## src/design/periph_bus_cfg.svh

```systemverilog
`ifndef PERIPH_BUS_CFG_SVH
`define PERIPH_BUS_CFG_SVH

// bus widths
`define PERIPH_ADDR_WIDTH 32
`define PERIPH_DATA_WIDTH 32

// number of completers behind the wrapper, also readable from SoC control
`define PERIPH_NUM_SLAVES 3

// address map, every window has the same length
`define GPIO_BASE         32'h1A10_1000
`define TIMER_BASE        32'h1A10_2000
`define SOC_CTRL_BASE     32'h1A10_3000
`define PERIPH_WIN_LENGTH 32'h0000_1000

// register offsets inside a window
// they are as wide as the offset field of a 4 KiB window
`define REG_OFFS_0 12'h000
`define REG_OFFS_1 12'h004
`define REG_OFFS_2 12'h008
`define REG_OFFS_3 12'h00C

// chip identifier returned by SoC control offset 0
`define SOC_CHIP_ID 32'h0A11_B052

`endif

```

## src/design/periph_bus_pkg.sv

```systemverilog
// shared bus types for the APB peripheral subsystem
// the widths come from the configuration header
`include "periph_bus_cfg.svh"

package periph_bus_pkg;

    // request from the requester side, 67 bits
    // address and write data are shared by all completers, and the wrapper
    // gates psel and penable per peripheral
    typedef struct packed {
        logic [`PERIPH_ADDR_WIDTH-1:0] paddr;
        logic [`PERIPH_DATA_WIDTH-1:0] pwdata;
        logic                          pwrite;
        logic                          psel;
        logic                          penable;
    } apb_req_t;

    // response from a completer, 34 bits
    // prdata and pslverr only carry meaning while pready is high
    typedef struct packed {
        logic [`PERIPH_DATA_WIDTH-1:0] prdata;
        logic                          pready;
        logic                          pslverr;
    } apb_resp_t;

    // result of the address decode in the bus wrapper
    // PERIPH_NONE marks an address outside every window
    typedef enum logic [1:0] {
        PERIPH_GPIO     = 2'd0,
        PERIPH_TIMER    = 2'd1,
        PERIPH_SOC_CTRL = 2'd2,
        PERIPH_NONE     = 2'd3
    } periph_idx_e;

    // access state of the SoC control block
    // SOC_WAIT is the single inserted wait state
    typedef enum logic {
        SOC_IDLE = 1'b0,
        SOC_WAIT = 1'b1
    } soc_ctrl_state_e;

endpackage

```

## src/design/apb_gpio.sv

```systemverilog
`timescale 1ns/1ps
`include "periph_bus_cfg.svh"

// GPIO block with direction, output, input and toggle registers
// responds in the first access cycle
module apb_gpio (
    input  logic                          clk_i,
    input  logic                          rst_n,
    input  periph_bus_pkg::apb_req_t      apb_req,
    output periph_bus_pkg::apb_resp_t     apb_resp,
    input  logic [`PERIPH_DATA_WIDTH-1:0] gpio_in,
    output logic [`PERIPH_DATA_WIDTH-1:0] gpio_out,
    output logic [`PERIPH_DATA_WIDTH-1:0] gpio_oe
);

    localparam int unsigned OFFS_W = $clog2(`PERIPH_WIN_LENGTH);

    logic [OFFS_W-1:0]             offs;
    logic                          access;
    logic                          wr_en;
    logic                          err;
    logic [`PERIPH_DATA_WIDTH-1:0] rdata;
    logic [`PERIPH_DATA_WIDTH-1:0] dir_q;
    logic [`PERIPH_DATA_WIDTH-1:0] out_q;
    logic [`PERIPH_DATA_WIDTH-1:0] sync_q1;
    logic [`PERIPH_DATA_WIDTH-1:0] sync_q2;

    assign offs   = apb_req.paddr[OFFS_W-1:0];
    assign access = apb_req.psel & apb_req.penable;
    assign wr_en  = access & apb_req.pwrite & ~err;

    // read mux and error decode
    // the input register is read only, and the toggle register reads as zero
    always_comb begin
        rdata = '0;
        err   = 1'b0;
        case (offs)
            `REG_OFFS_0: rdata = dir_q;
            `REG_OFFS_1: rdata = out_q;
            `REG_OFFS_2: begin
                rdata = sync_q2;
                err   = apb_req.pwrite;
            end
            `REG_OFFS_3: rdata = '0;
            default:     err   = 1'b1;
        endcase
    end

    always_ff @(posedge clk_i or negedge rst_n) begin
        if (!rst_n) begin
            dir_q   <= '0;
            out_q   <= '0;
            sync_q1 <= '0;
            sync_q2 <= '0;
        end else begin
            // two flops bring the pins into the clock domain
            sync_q1 <= gpio_in;
            sync_q2 <= sync_q1;
            if (wr_en) begin
                case (offs)
                    `REG_OFFS_0: dir_q <= apb_req.pwdata;
                    `REG_OFFS_1: out_q <= apb_req.pwdata;
                    `REG_OFFS_3: out_q <= out_q ^ apb_req.pwdata;
                    default:     out_q <= out_q;
                endcase
            end
        end
    end

    assign apb_resp.pready  = access;
    assign apb_resp.pslverr = access & err;
    assign apb_resp.prdata  = access ? rdata : '0;

    assign gpio_oe  = dir_q;
    assign gpio_out = out_q;

endmodule

```

## src/design/apb_soc_ctrl.sv

```systemverilog
`timescale 1ns/1ps
`include "periph_bus_cfg.svh"

// SoC control registers: chip identifier, two scratch words and the
// number of completers on the peripheral bus
// every access takes two access cycles
module apb_soc_ctrl (
    input  logic                      clk_i,
    input  logic                      rst_n,
    input  periph_bus_pkg::apb_req_t  apb_req,
    output periph_bus_pkg::apb_resp_t apb_resp
);

    localparam int unsigned OFFS_W = $clog2(`PERIPH_WIN_LENGTH);

    periph_bus_pkg::soc_ctrl_state_e state_q;
    periph_bus_pkg::soc_ctrl_state_e state_d;

    logic [OFFS_W-1:0]             offs;
    logic                          access;
    logic                          ready;
    logic                          err;
    logic [`PERIPH_DATA_WIDTH-1:0] rdata;
    logic [`PERIPH_DATA_WIDTH-1:0] scratch0_q;
    logic [`PERIPH_DATA_WIDTH-1:0] scratch1_q;

    assign offs   = apb_req.paddr[OFFS_W-1:0];
    assign access = apb_req.psel & apb_req.penable;

    // the first access cycle only moves to SOC_WAIT, the second completes
    assign ready   = access && (state_q == periph_bus_pkg::SOC_WAIT);
    assign state_d = (state_q == periph_bus_pkg::SOC_WAIT) ? periph_bus_pkg::SOC_IDLE
                   : (access ? periph_bus_pkg::SOC_WAIT : periph_bus_pkg::SOC_IDLE);

    // identifier and slave count are read only
    always_comb begin
        rdata = '0;
        err   = 1'b0;
        case (offs)
            `REG_OFFS_0: begin
                rdata = `SOC_CHIP_ID;
                err   = apb_req.pwrite;
            end
            `REG_OFFS_1: rdata = scratch0_q;
            `REG_OFFS_2: rdata = scratch1_q;
            `REG_OFFS_3: begin
                rdata = `PERIPH_DATA_WIDTH'(`PERIPH_NUM_SLAVES);
                err   = apb_req.pwrite;
            end
            default:     err   = 1'b1;
        endcase
    end

    always_ff @(posedge clk_i or negedge rst_n) begin
        if (!rst_n) begin
            state_q    <= periph_bus_pkg::SOC_IDLE;
            scratch0_q <= '0;
            scratch1_q <= '0;
        end else begin
            state_q <= state_d;
            // writes land on the completing edge
            if (ready && apb_req.pwrite && !err) begin
                if (offs == `REG_OFFS_1) begin
                    scratch0_q <= apb_req.pwdata;
                end
                if (offs == `REG_OFFS_2) begin
                    scratch1_q <= apb_req.pwdata;
                end
            end
        end
    end

    assign apb_resp.pready  = ready;
    assign apb_resp.pslverr = ready & err;
    assign apb_resp.prdata  = ready ? rdata : '0;

endmodule

```

## src/design/apb_timer.sv

```systemverilog
`timescale 1ns/1ps
`include "periph_bus_cfg.svh"

// free-running up-counter with a compare register and a sticky match flag
// control bit 0 enables counting, bit 1 restarts the count on a match
module apb_timer (
    input  logic                      clk_i,
    input  logic                      rst_n,
    input  periph_bus_pkg::apb_req_t  apb_req,
    output periph_bus_pkg::apb_resp_t apb_resp,
    output logic                      timer_irq
);

    localparam int unsigned OFFS_W = $clog2(`PERIPH_WIN_LENGTH);

    logic [OFFS_W-1:0]             offs;
    logic                          access;
    logic                          wr_en;
    logic                          err;
    logic [`PERIPH_DATA_WIDTH-1:0] rdata;
    logic                          en_q;
    logic                          clr_on_match_q;
    logic [`PERIPH_DATA_WIDTH-1:0] count_q;
    logic [`PERIPH_DATA_WIDTH-1:0] cmp_q;
    logic                          flag_q;
    logic                          match;

    assign offs   = apb_req.paddr[OFFS_W-1:0];
    assign access = apb_req.psel & apb_req.penable;
    assign wr_en  = access & apb_req.pwrite & ~err;

    // a stopped timer never matches, even while count equals compare
    assign match = en_q & (count_q == cmp_q);

    always_comb begin
        rdata = '0;
        err   = 1'b0;
        case (offs)
            `REG_OFFS_0: rdata = {{(`PERIPH_DATA_WIDTH-2){1'b0}}, clr_on_match_q, en_q};
            `REG_OFFS_1: rdata = count_q;
            `REG_OFFS_2: rdata = cmp_q;
            `REG_OFFS_3: rdata = {{(`PERIPH_DATA_WIDTH-1){1'b0}}, flag_q};
            default:     err   = 1'b1;
        endcase
    end

    always_ff @(posedge clk_i or negedge rst_n) begin
        if (!rst_n) begin
            en_q           <= 1'b0;
            clr_on_match_q <= 1'b0;
            count_q        <= '0;
            cmp_q          <= '0;
            flag_q         <= 1'b0;
        end else begin
            if (wr_en && offs == `REG_OFFS_0) begin
                en_q           <= apb_req.pwdata[0];
                clr_on_match_q <= apb_req.pwdata[1];
            end
            if (wr_en && offs == `REG_OFFS_2) begin
                cmp_q <= apb_req.pwdata;
            end

            // a bus write to count wins over the increment
            if (wr_en && offs == `REG_OFFS_1) begin
                count_q <= apb_req.pwdata;
            end else if (match && clr_on_match_q) begin
                count_q <= '0;
            end else if (en_q) begin
                count_q <= count_q + 1'b1;
            end

            // a new match in the same cycle as a clear keeps the flag set
            if (match) begin
                flag_q <= 1'b1;
            end else if (wr_en && offs == `REG_OFFS_3 && apb_req.pwdata[0]) begin
                flag_q <= 1'b0;
            end
        end
    end

    assign apb_resp.pready  = access;
    assign apb_resp.pslverr = access & err;
    assign apb_resp.prdata  = access ? rdata : '0;

    assign timer_irq = flag_q;

endmodule

```

## src/design/periph_bus_wrap.sv

```systemverilog
`timescale 1ns/1ps
`include "periph_bus_cfg.svh"

// APB decoder and router for the peripheral subsystem
// one requester comes in, three completers go out, and addresses that hit
// no window are answered here with an error
// everything is combinational, so no clock or reset reaches this block
module periph_bus_wrap (
    input  periph_bus_pkg::apb_req_t  apb_req,
    output periph_bus_pkg::apb_resp_t apb_resp,

    output periph_bus_pkg::apb_req_t  gpio_req,
    output periph_bus_pkg::apb_req_t  timer_req,
    output periph_bus_pkg::apb_req_t  soc_ctrl_req,

    input  periph_bus_pkg::apb_resp_t gpio_resp,
    input  periph_bus_pkg::apb_resp_t timer_resp,
    input  periph_bus_pkg::apb_resp_t soc_ctrl_resp
);

    periph_bus_pkg::periph_idx_e periph_idx;
    periph_bus_pkg::apb_resp_t   err_resp;
    logic                        access;

    // true when addr falls in [base, base + window length)
    // the subtraction keeps the test free of overflow at the top of the map
    function automatic logic in_window(
        input logic [`PERIPH_ADDR_WIDTH-1:0] addr,
        input logic [`PERIPH_ADDR_WIDTH-1:0] base
    );
        logic [`PERIPH_ADDR_WIDTH-1:0] rel;
        rel = addr - base;
        return (addr >= base) && (rel < `PERIPH_WIN_LENGTH);
    endfunction

    // pass address, data and direction through, but hold psel and penable
    // low toward a completer that was not selected
    function automatic periph_bus_pkg::apb_req_t route(
        input periph_bus_pkg::apb_req_t req,
        input logic                     hit
    );
        periph_bus_pkg::apb_req_t r;
        r         = req;
        r.psel    = req.psel & hit;
        r.penable = req.penable & hit;
        return r;
    endfunction

    // the windows do not overlap, so the order of the tests does not matter
    always_comb begin
        if (in_window(apb_req.paddr, `GPIO_BASE)) begin
            periph_idx = periph_bus_pkg::PERIPH_GPIO;
        end else if (in_window(apb_req.paddr, `TIMER_BASE)) begin
            periph_idx = periph_bus_pkg::PERIPH_TIMER;
        end else if (in_window(apb_req.paddr, `SOC_CTRL_BASE)) begin
            periph_idx = periph_bus_pkg::PERIPH_SOC_CTRL;
        end else begin
            periph_idx = periph_bus_pkg::PERIPH_NONE;
        end
    end

    assign gpio_req     = route(apb_req, periph_idx == periph_bus_pkg::PERIPH_GPIO);
    assign timer_req    = route(apb_req, periph_idx == periph_bus_pkg::PERIPH_TIMER);
    assign soc_ctrl_req = route(apb_req, periph_idx == periph_bus_pkg::PERIPH_SOC_CTRL);

    // unmapped addresses complete in the first access cycle with an error
    assign access = apb_req.psel & apb_req.penable;

    always_comb begin
        err_resp.prdata  = '0;
        err_resp.pready  = access;
        err_resp.pslverr = access;
    end

    // response from the selected completer
    always_comb begin
        case (periph_idx)
            periph_bus_pkg::PERIPH_GPIO: begin
                apb_resp = gpio_resp;
            end
            periph_bus_pkg::PERIPH_TIMER: begin
                apb_resp = timer_resp;
            end
            periph_bus_pkg::PERIPH_SOC_CTRL: begin
                apb_resp = soc_ctrl_resp;
            end
            default: begin
                // PERIPH_NONE
                apb_resp = err_resp;
            end
        endcase
    end

endmodule

```

## src/design/periph_subsys_top.sv

```systemverilog
`timescale 1ns/1ps
`include "periph_bus_cfg.svh"

// APB peripheral subsystem: bus wrapper plus GPIO, timer and SoC control
module periph_subsys_top (
    input  logic                          clk_i,
    input  logic                          rst_n,
    input  periph_bus_pkg::apb_req_t      apb_req,
    output periph_bus_pkg::apb_resp_t     apb_resp,
    input  logic [`PERIPH_DATA_WIDTH-1:0] gpio_in,
    output logic [`PERIPH_DATA_WIDTH-1:0] gpio_out,
    output logic [`PERIPH_DATA_WIDTH-1:0] gpio_oe,
    output logic                          timer_irq
);

    periph_bus_pkg::apb_req_t  gpio_req;
    periph_bus_pkg::apb_req_t  timer_req;
    periph_bus_pkg::apb_req_t  soc_ctrl_req;
    periph_bus_pkg::apb_resp_t gpio_resp;
    periph_bus_pkg::apb_resp_t timer_resp;
    periph_bus_pkg::apb_resp_t soc_ctrl_resp;

    periph_bus_wrap u_bus_wrap (
        .apb_req       (apb_req),
        .apb_resp      (apb_resp),
        .gpio_req      (gpio_req),
        .timer_req     (timer_req),
        .soc_ctrl_req  (soc_ctrl_req),
        .gpio_resp     (gpio_resp),
        .timer_resp    (timer_resp),
        .soc_ctrl_resp (soc_ctrl_resp)
    );

    apb_gpio u_gpio (
        .clk_i    (clk_i),
        .rst_n    (rst_n),
        .apb_req  (gpio_req),
        .apb_resp (gpio_resp),
        .gpio_in  (gpio_in),
        .gpio_out (gpio_out),
        .gpio_oe  (gpio_oe)
    );

    apb_timer u_timer (
        .clk_i     (clk_i),
        .rst_n     (rst_n),
        .apb_req   (timer_req),
        .apb_resp  (timer_resp),
        .timer_irq (timer_irq)
    );

    apb_soc_ctrl u_soc_ctrl (
        .clk_i    (clk_i),
        .rst_n    (rst_n),
        .apb_req  (soc_ctrl_req),
        .apb_resp (soc_ctrl_resp)
    );

endmodule

```

## config.mk

```make
export PLATFORM = sky130hd
export DESIGN_NAME = periph_subsys_top
export DESIGN_NICKNAME = d
export VERILOG_FILES = /design/src/design/periph_bus_pkg.sv /design/src/design/apb_gpio.sv /design/src/design/apb_soc_ctrl.sv /design/src/design/apb_timer.sv /design/src/design/periph_bus_wrap.sv /design/src/design/periph_subsys_top.sv
export VERILOG_INCLUDE_DIRS = /design/src /design/src/design
export SDC_FILE = /design/constraint.sdc
export NUM_CORES = 1
export LEC_CHECK = 0
export ABC_AREA = 1
export BUFFER_PORTS_ARGS = -buffer_cell sky130_fd_sc_hd__buf_2
export CAP_MARGIN = 5
export CORE_ASPECT_RATIO = 0.5
export CORE_MARGIN = 1
export CORE_UTILIZATION = 55
export DETAILED_ROUTE_END_ITERATION = 12
export PLACE_DENSITY_LB_ADDON = 0.3
export SETUP_SLACK_MARGIN = 0.02
export SLEW_MARGIN = 20
export SYNTH_ARGS = -nofsm -noshare
export SYNTH_HDL_FRONTEND = slang
export SYNTH_SLANG_ARGS = --single-unit
```

## constraint.sdc

```tcl
create_clock -name clk_i -period 6 [get_ports clk_i]
set_input_delay 0.9 -clock clk_i [delete_from_list [all_inputs] [get_ports clk_i]]
set_output_delay 0.9 -clock clk_i [all_outputs]
set_load 0.05 [all_outputs]
```

; Word-level counts from Yosys, hierarchy flattened
; Cells that the tools add are included.
; Widths: inputs -> output; s select.
[totals]
reg_bits = 260
input_bits = 101
elab_cells = 95
[classes]
add_sub_neg = 4
n_lt_le_gt_ge = 6
eq_ne = 6
mux = 21
bitwise = 20
reduce_logical = 26
[ops]
columns = operator, n
row1 = $pmux 32 s4, 2
row2 = $mux 32, 6
row3 = $pmux 34 s3, 1
row4 = $ge 32x29->1 const B, 3
row5 = $lt 32x13->1 const B, 3
row6 = $pmux 32 s3, 1
row7 = $sub 32x29->32 const B, 3
row8 = $pmux 32 s2, 1
row9 = $add 32x1->32 const B, 1
row10 = $eq 32x32->1, 1
row11 = $xor 32x32->32, 1
row12 = $eq 12x4->1 const B, 2
row13 = $and 1x1->1, 18
row14 = $eq 12x3->1 const B, 1
row15 = $logic_and 1x1->1, 12
row16 = $logic_not 12->1, 1
row17 = $reduce_and 2->1, 4
row18 = $mux 1, 6
row19 = $mux 2, 2
row20 = $pmux 1 s2, 2
row21 = $reduce_bool 2->1, 2
row22 = $reduce_or 2->1, 2
row23 = $reduce_or 4->1, 1
row24 = $reduce_bool 3->1, 1
row25 = 6 further kinds, 6

; Logic depth before layout (Yosys ltp)
[logic_depth]
word_depth = 15
ltp_mapped = 22

; Cells and area by module
; Synthesis repeated with hierarchy kept, for this count alone.
[unflattened]
hier_cells = 3071
hier_area_um2 = 19846.5
[modules_own_cells]
columns = mod, instances, cells_per_inst, area_each_um2
row1 = apb_gpio, 1, 760, 6039.5
row2 = apb_timer, 1, 926, 5520.3
row3 = periph_bus_wrap, 1, 961, 5022.3
row4 = apb_soc_ctrl, 1, 424, 3264.4

; Least setup slack after synthesis
; No wires, ideal clock.
[synth_path]
path_kind = input port to output port
from = input port apb_req[48] (netlist bit)
to = output port apb_resp[20] (netlist bit)
arrival_ps = 3194
path_slack_ps = 1906
path_stages = 20
cell_sequence = inv_1 > ha_1 > nand2_1 > nand2_1 > nor2_1 > inv_1 > nand2_1 > nand2_1 > nand2_1 > nand2_1 > nor2_1 > nand3_1 > nor2_1 > nand4_1 > buf_2 > nor2_1 > buf_4 > buf_4 > nand2_1 > nand3_1
[synth_lines]
columns = element, line
row1 = from (decl), periph_subsys_top.sv:8  ; input periph_bus_pkg::apb_req_t apb_req,
row2 = to (decl), periph_subsys_top.sv:9  ; output periph_bus_pkg::apb_resp_t apb_resp,

==> out/qor.yml <==
status: "finished clean"
cp.required_ns: 5.10
crit_arrival_ns: 4.26
clockBufferDepth: 3
place_hpwl_um: 40600
p_leak_nw: 8.95
initial_core_util: 0.567
hold_buffers: 0
path_buf_inv: 6
crit_type: "in2out"
drt_iter0_markers: 2207
numPortBuffers: 199
rsz0062_at_grt: "false"
die_y_um: 119
antenna_left: 0
final.period_utilization: 0.859
yosysSeqAreaShare: 0.429
crit_top_cell: "nand2_1"
cellPowerDensity_nw_per_um2: 207
die_w_um: 237
cts_tree: "built"
max_cap_viol_count: 0
async_flop_share: 1.00
cts_setup_buffers: 0
fin_skew_ns: 0.0168
synth_common_cells: "755 x nand2_1, 260 x dfrtp_1, 252 x nand3_1"
yosysUniqueCellTypes: 43
grtUsageTotal: 0.403
wl_per_cell_um: 21.6
vdd_drop_max_mv: 0.177
numCtsBuffers: 24
synth_most_common_cell: "nand2_1"
final_util: 0.641
yosysTopAreaCellShare: 0.429
rows: 42
layout_min_cycle_time_ns: 5.16
layout_setup_ws_ns: 0.844
grt_pass1_wl_um: 86200
avgSynthCellArea_um2: 7.17
syn_inst: 2115
yosysWarnings: 0
core_um2: 26700
yosysTopAreaCell: "dfrtp_1"
synth_area_leaders: "dfrtp_1 43%, nand2_1 19%, nand3_1 8.3%"
tightest_slew_ns: 0.967
dieArea_um2: 28300
gr-total-overflow: 0
firstDrtPassIters: 6
clk_pin_slew_ns: 0.07
synth-edff-count: 0
worstPathCellList: "buf_2 > inv_1 > ha_1 > nand2_1 > nand2_1 > nor2_1 > inv_1 > nand2_1 > nand2_1 > nand2_1 > nand2_1 > nor2_1 > nand3_1 > nor2_1 > nand4_1 > buf_4 > nor2_2 > buf_4 > nand2_1 > nand3_1 > buf_2"
max_stage_delay_ns: 0.30
setup_viol: 0
final_net_count: 2358
endpoint_kind: "output pin"
drc: 0
finalWeightedCongestion: 1.06
fill_cells: 2384
antenna_found_initial: 3
max_clock_freq_mhz: 194
slowest_stage: "buf_4"
via_count: 15900
start_kind: "input pin"
drive_gt1_frac: 0.136
synth_flop_cell: "dfrtp_1"
clkSinkCount: 260
htree_levels: 1
crit_fanout: 17
grt_max_degree: 99
area_growth_pct: 13.2
ctsResizeCount: 0
syn_area_um2: 15200
ioPinCount: 200
slew_viol_final: 0
synth_fp_nets: 2220
setup_tns_ns: 0
hp-class: "reg2reg"
grt_pass1_vias: 14600
drt_wl_total_um: 56600
max_slew_margin: 0.354
diodes: 0
clock-root-buffer: "clkbuf_16"
place_ws_ns: 0.950
hold_viol: 0
ys_ff_latch: 260
crit_family: "simple AND/OR/NAND/NOR gates"
insertion_delay_ns: 0.56
avgViaCountPerCell: 6.08
-- worst reg2reg max path, cell delays in order (launching register included) --
cell and delay, ns:
dfrtp_1 0.42, ha_1 0.22, nand3_1 0.13, nor2_1 0.11
nand2_1 0.11, nor2_1 0.30, nand4_1 0.34, nor2_1 0.37
nand4_1 0.26, nor2_1 0.18, xor2_1 0.15, nand3_1 0.08
nand2_1 0.08, nand2_1 0.05, nand2_1 0.06
-- metrics by stage --
stage	cells	hold slack (ns)	power [W]	area, um^2
4_1_cts	2619	0.349	0.00355	17200
3_3_place_gp	2579	0.332	0.00205	16400
6_report	2619	0.343	0.00356	17200
2_1_floorplan	2115	0.331	0.00191	15200
3_5_place_dp	2579	0.335	0.00205	16400
5_1_grt	2619	0.357	0.00365	17200
-- layer usage --
layer	wire, um	part of all wire	vias to the layer above	GRT usage
li1	-	-	7227	-
met1	22400	0.40	7412	0.562
met2	23500	0.42	1111	0.572
met3	8410	0.15	166	0.146
met4	2290	0.040	4	0.150
met5	30	0.00053	-	0
-- cell usage in the layout, fill, tap and decap left out, types with 6 or more instances in the layout --
master,Yosys,final
nand2_1,755,755
dfrtp_1,260,260
nand3_1,252,252
buf_2,46,198
inv_1,183,181
nand4_1,97,97
nor2_1,92,89
o21ai_0,61,61
xor2_1,46,46
o21ai_1,44,44
o211ai_1,33,33
buf_4,4,32
a22o_1,28,28
a21oi_1,25,25
o22ai_1,24,24
clkbuf_16,0,24
nor3_1,18,18
inv_2,13,15
a221o_1,11,11
nor4_1,8,7
xnor2_1,6,6
-- state kept, by name (all words and copies together) (netlist names) --
register	flops
u_gpio.gpio_oe	32
u_gpio.gpio_out	32
u_gpio.sync_q1	32
u_gpio.sync_q2	32
u_soc_ctrl.scratch0_q	32
u_soc_ctrl.scratch1_q	32
u_soc_ctrl.state_q	1
u_timer.clr_on_match_q	1
u_timer.cmp_q	32
u_timer.count_q	32
u_timer.en_q	1
u_timer.timer_irq	1
-- power breakdown --
part / switching (W) / internal, W / total [W]
clock network: 0.000698 / 0.000840 / 0.00154
logic: 0.000181 / 0.0000593 / 0.000240
registers: 0.00000658 / 0.00177 / 0.00178
total: 0.000885 / 0.00267 / 0.00356
-- kinds of logic (layout without fill, tap and decap cells) --
logic type	count (synthesis)	after routing	synth area share
adder cells (fa/ha/maj)	4	4	0.00330
XOR/XNOR	52	52	0.0301
buffers and inverters	319	471	0.0843
AND/OR/NAND/NOR	1243	1243	0.354
flip-flops	260	260	0.429
AO/OA/AOI/OAI	237	237	0.0988
-- path summary, 6_finish.rpt --
kind	cells after the start	end	slack (ns)	from
worst max-delay path	21	apb_resp[17]	0.84	apb_req[48]
min in group asynchronous	1	u_soc_ctrl.scratch0_q[5]	0.37	rst_n
worst min-delay path	0	u_gpio.sync_q2[1]	0.34	u_gpio.sync_q1[1]
worst max register to register	14	u_timer.count_q[30]	3.08	u_timer.count_q[1]
worst min register to register	0	u_gpio.sync_q2[1]	0.34	u_gpio.sync_q1[1]
max in group asynchronous	2	u_timer.count_q[15]	4.27	rst_n
-- cell type report --
| type | instances | area, um^2 | area share |
|---|---|---|---|
| Clock buffer | 30 | 633 | 0.0369 |
| Clock inverter | 10 | 133 | 0.00773 |
| Inverter | 197 | 741 | 0.0432 |
| Multi-Input combinational cell | 1536 | 7390 | 0.431 |
| Sequential cell | 260 | 6510 | 0.379 |
| Tap cell | 352 | 440 | 0.0257 |
| Timing Repair Buffer | 234 | 1310 | 0.0761 |
(Power assumes the default switching activity.)
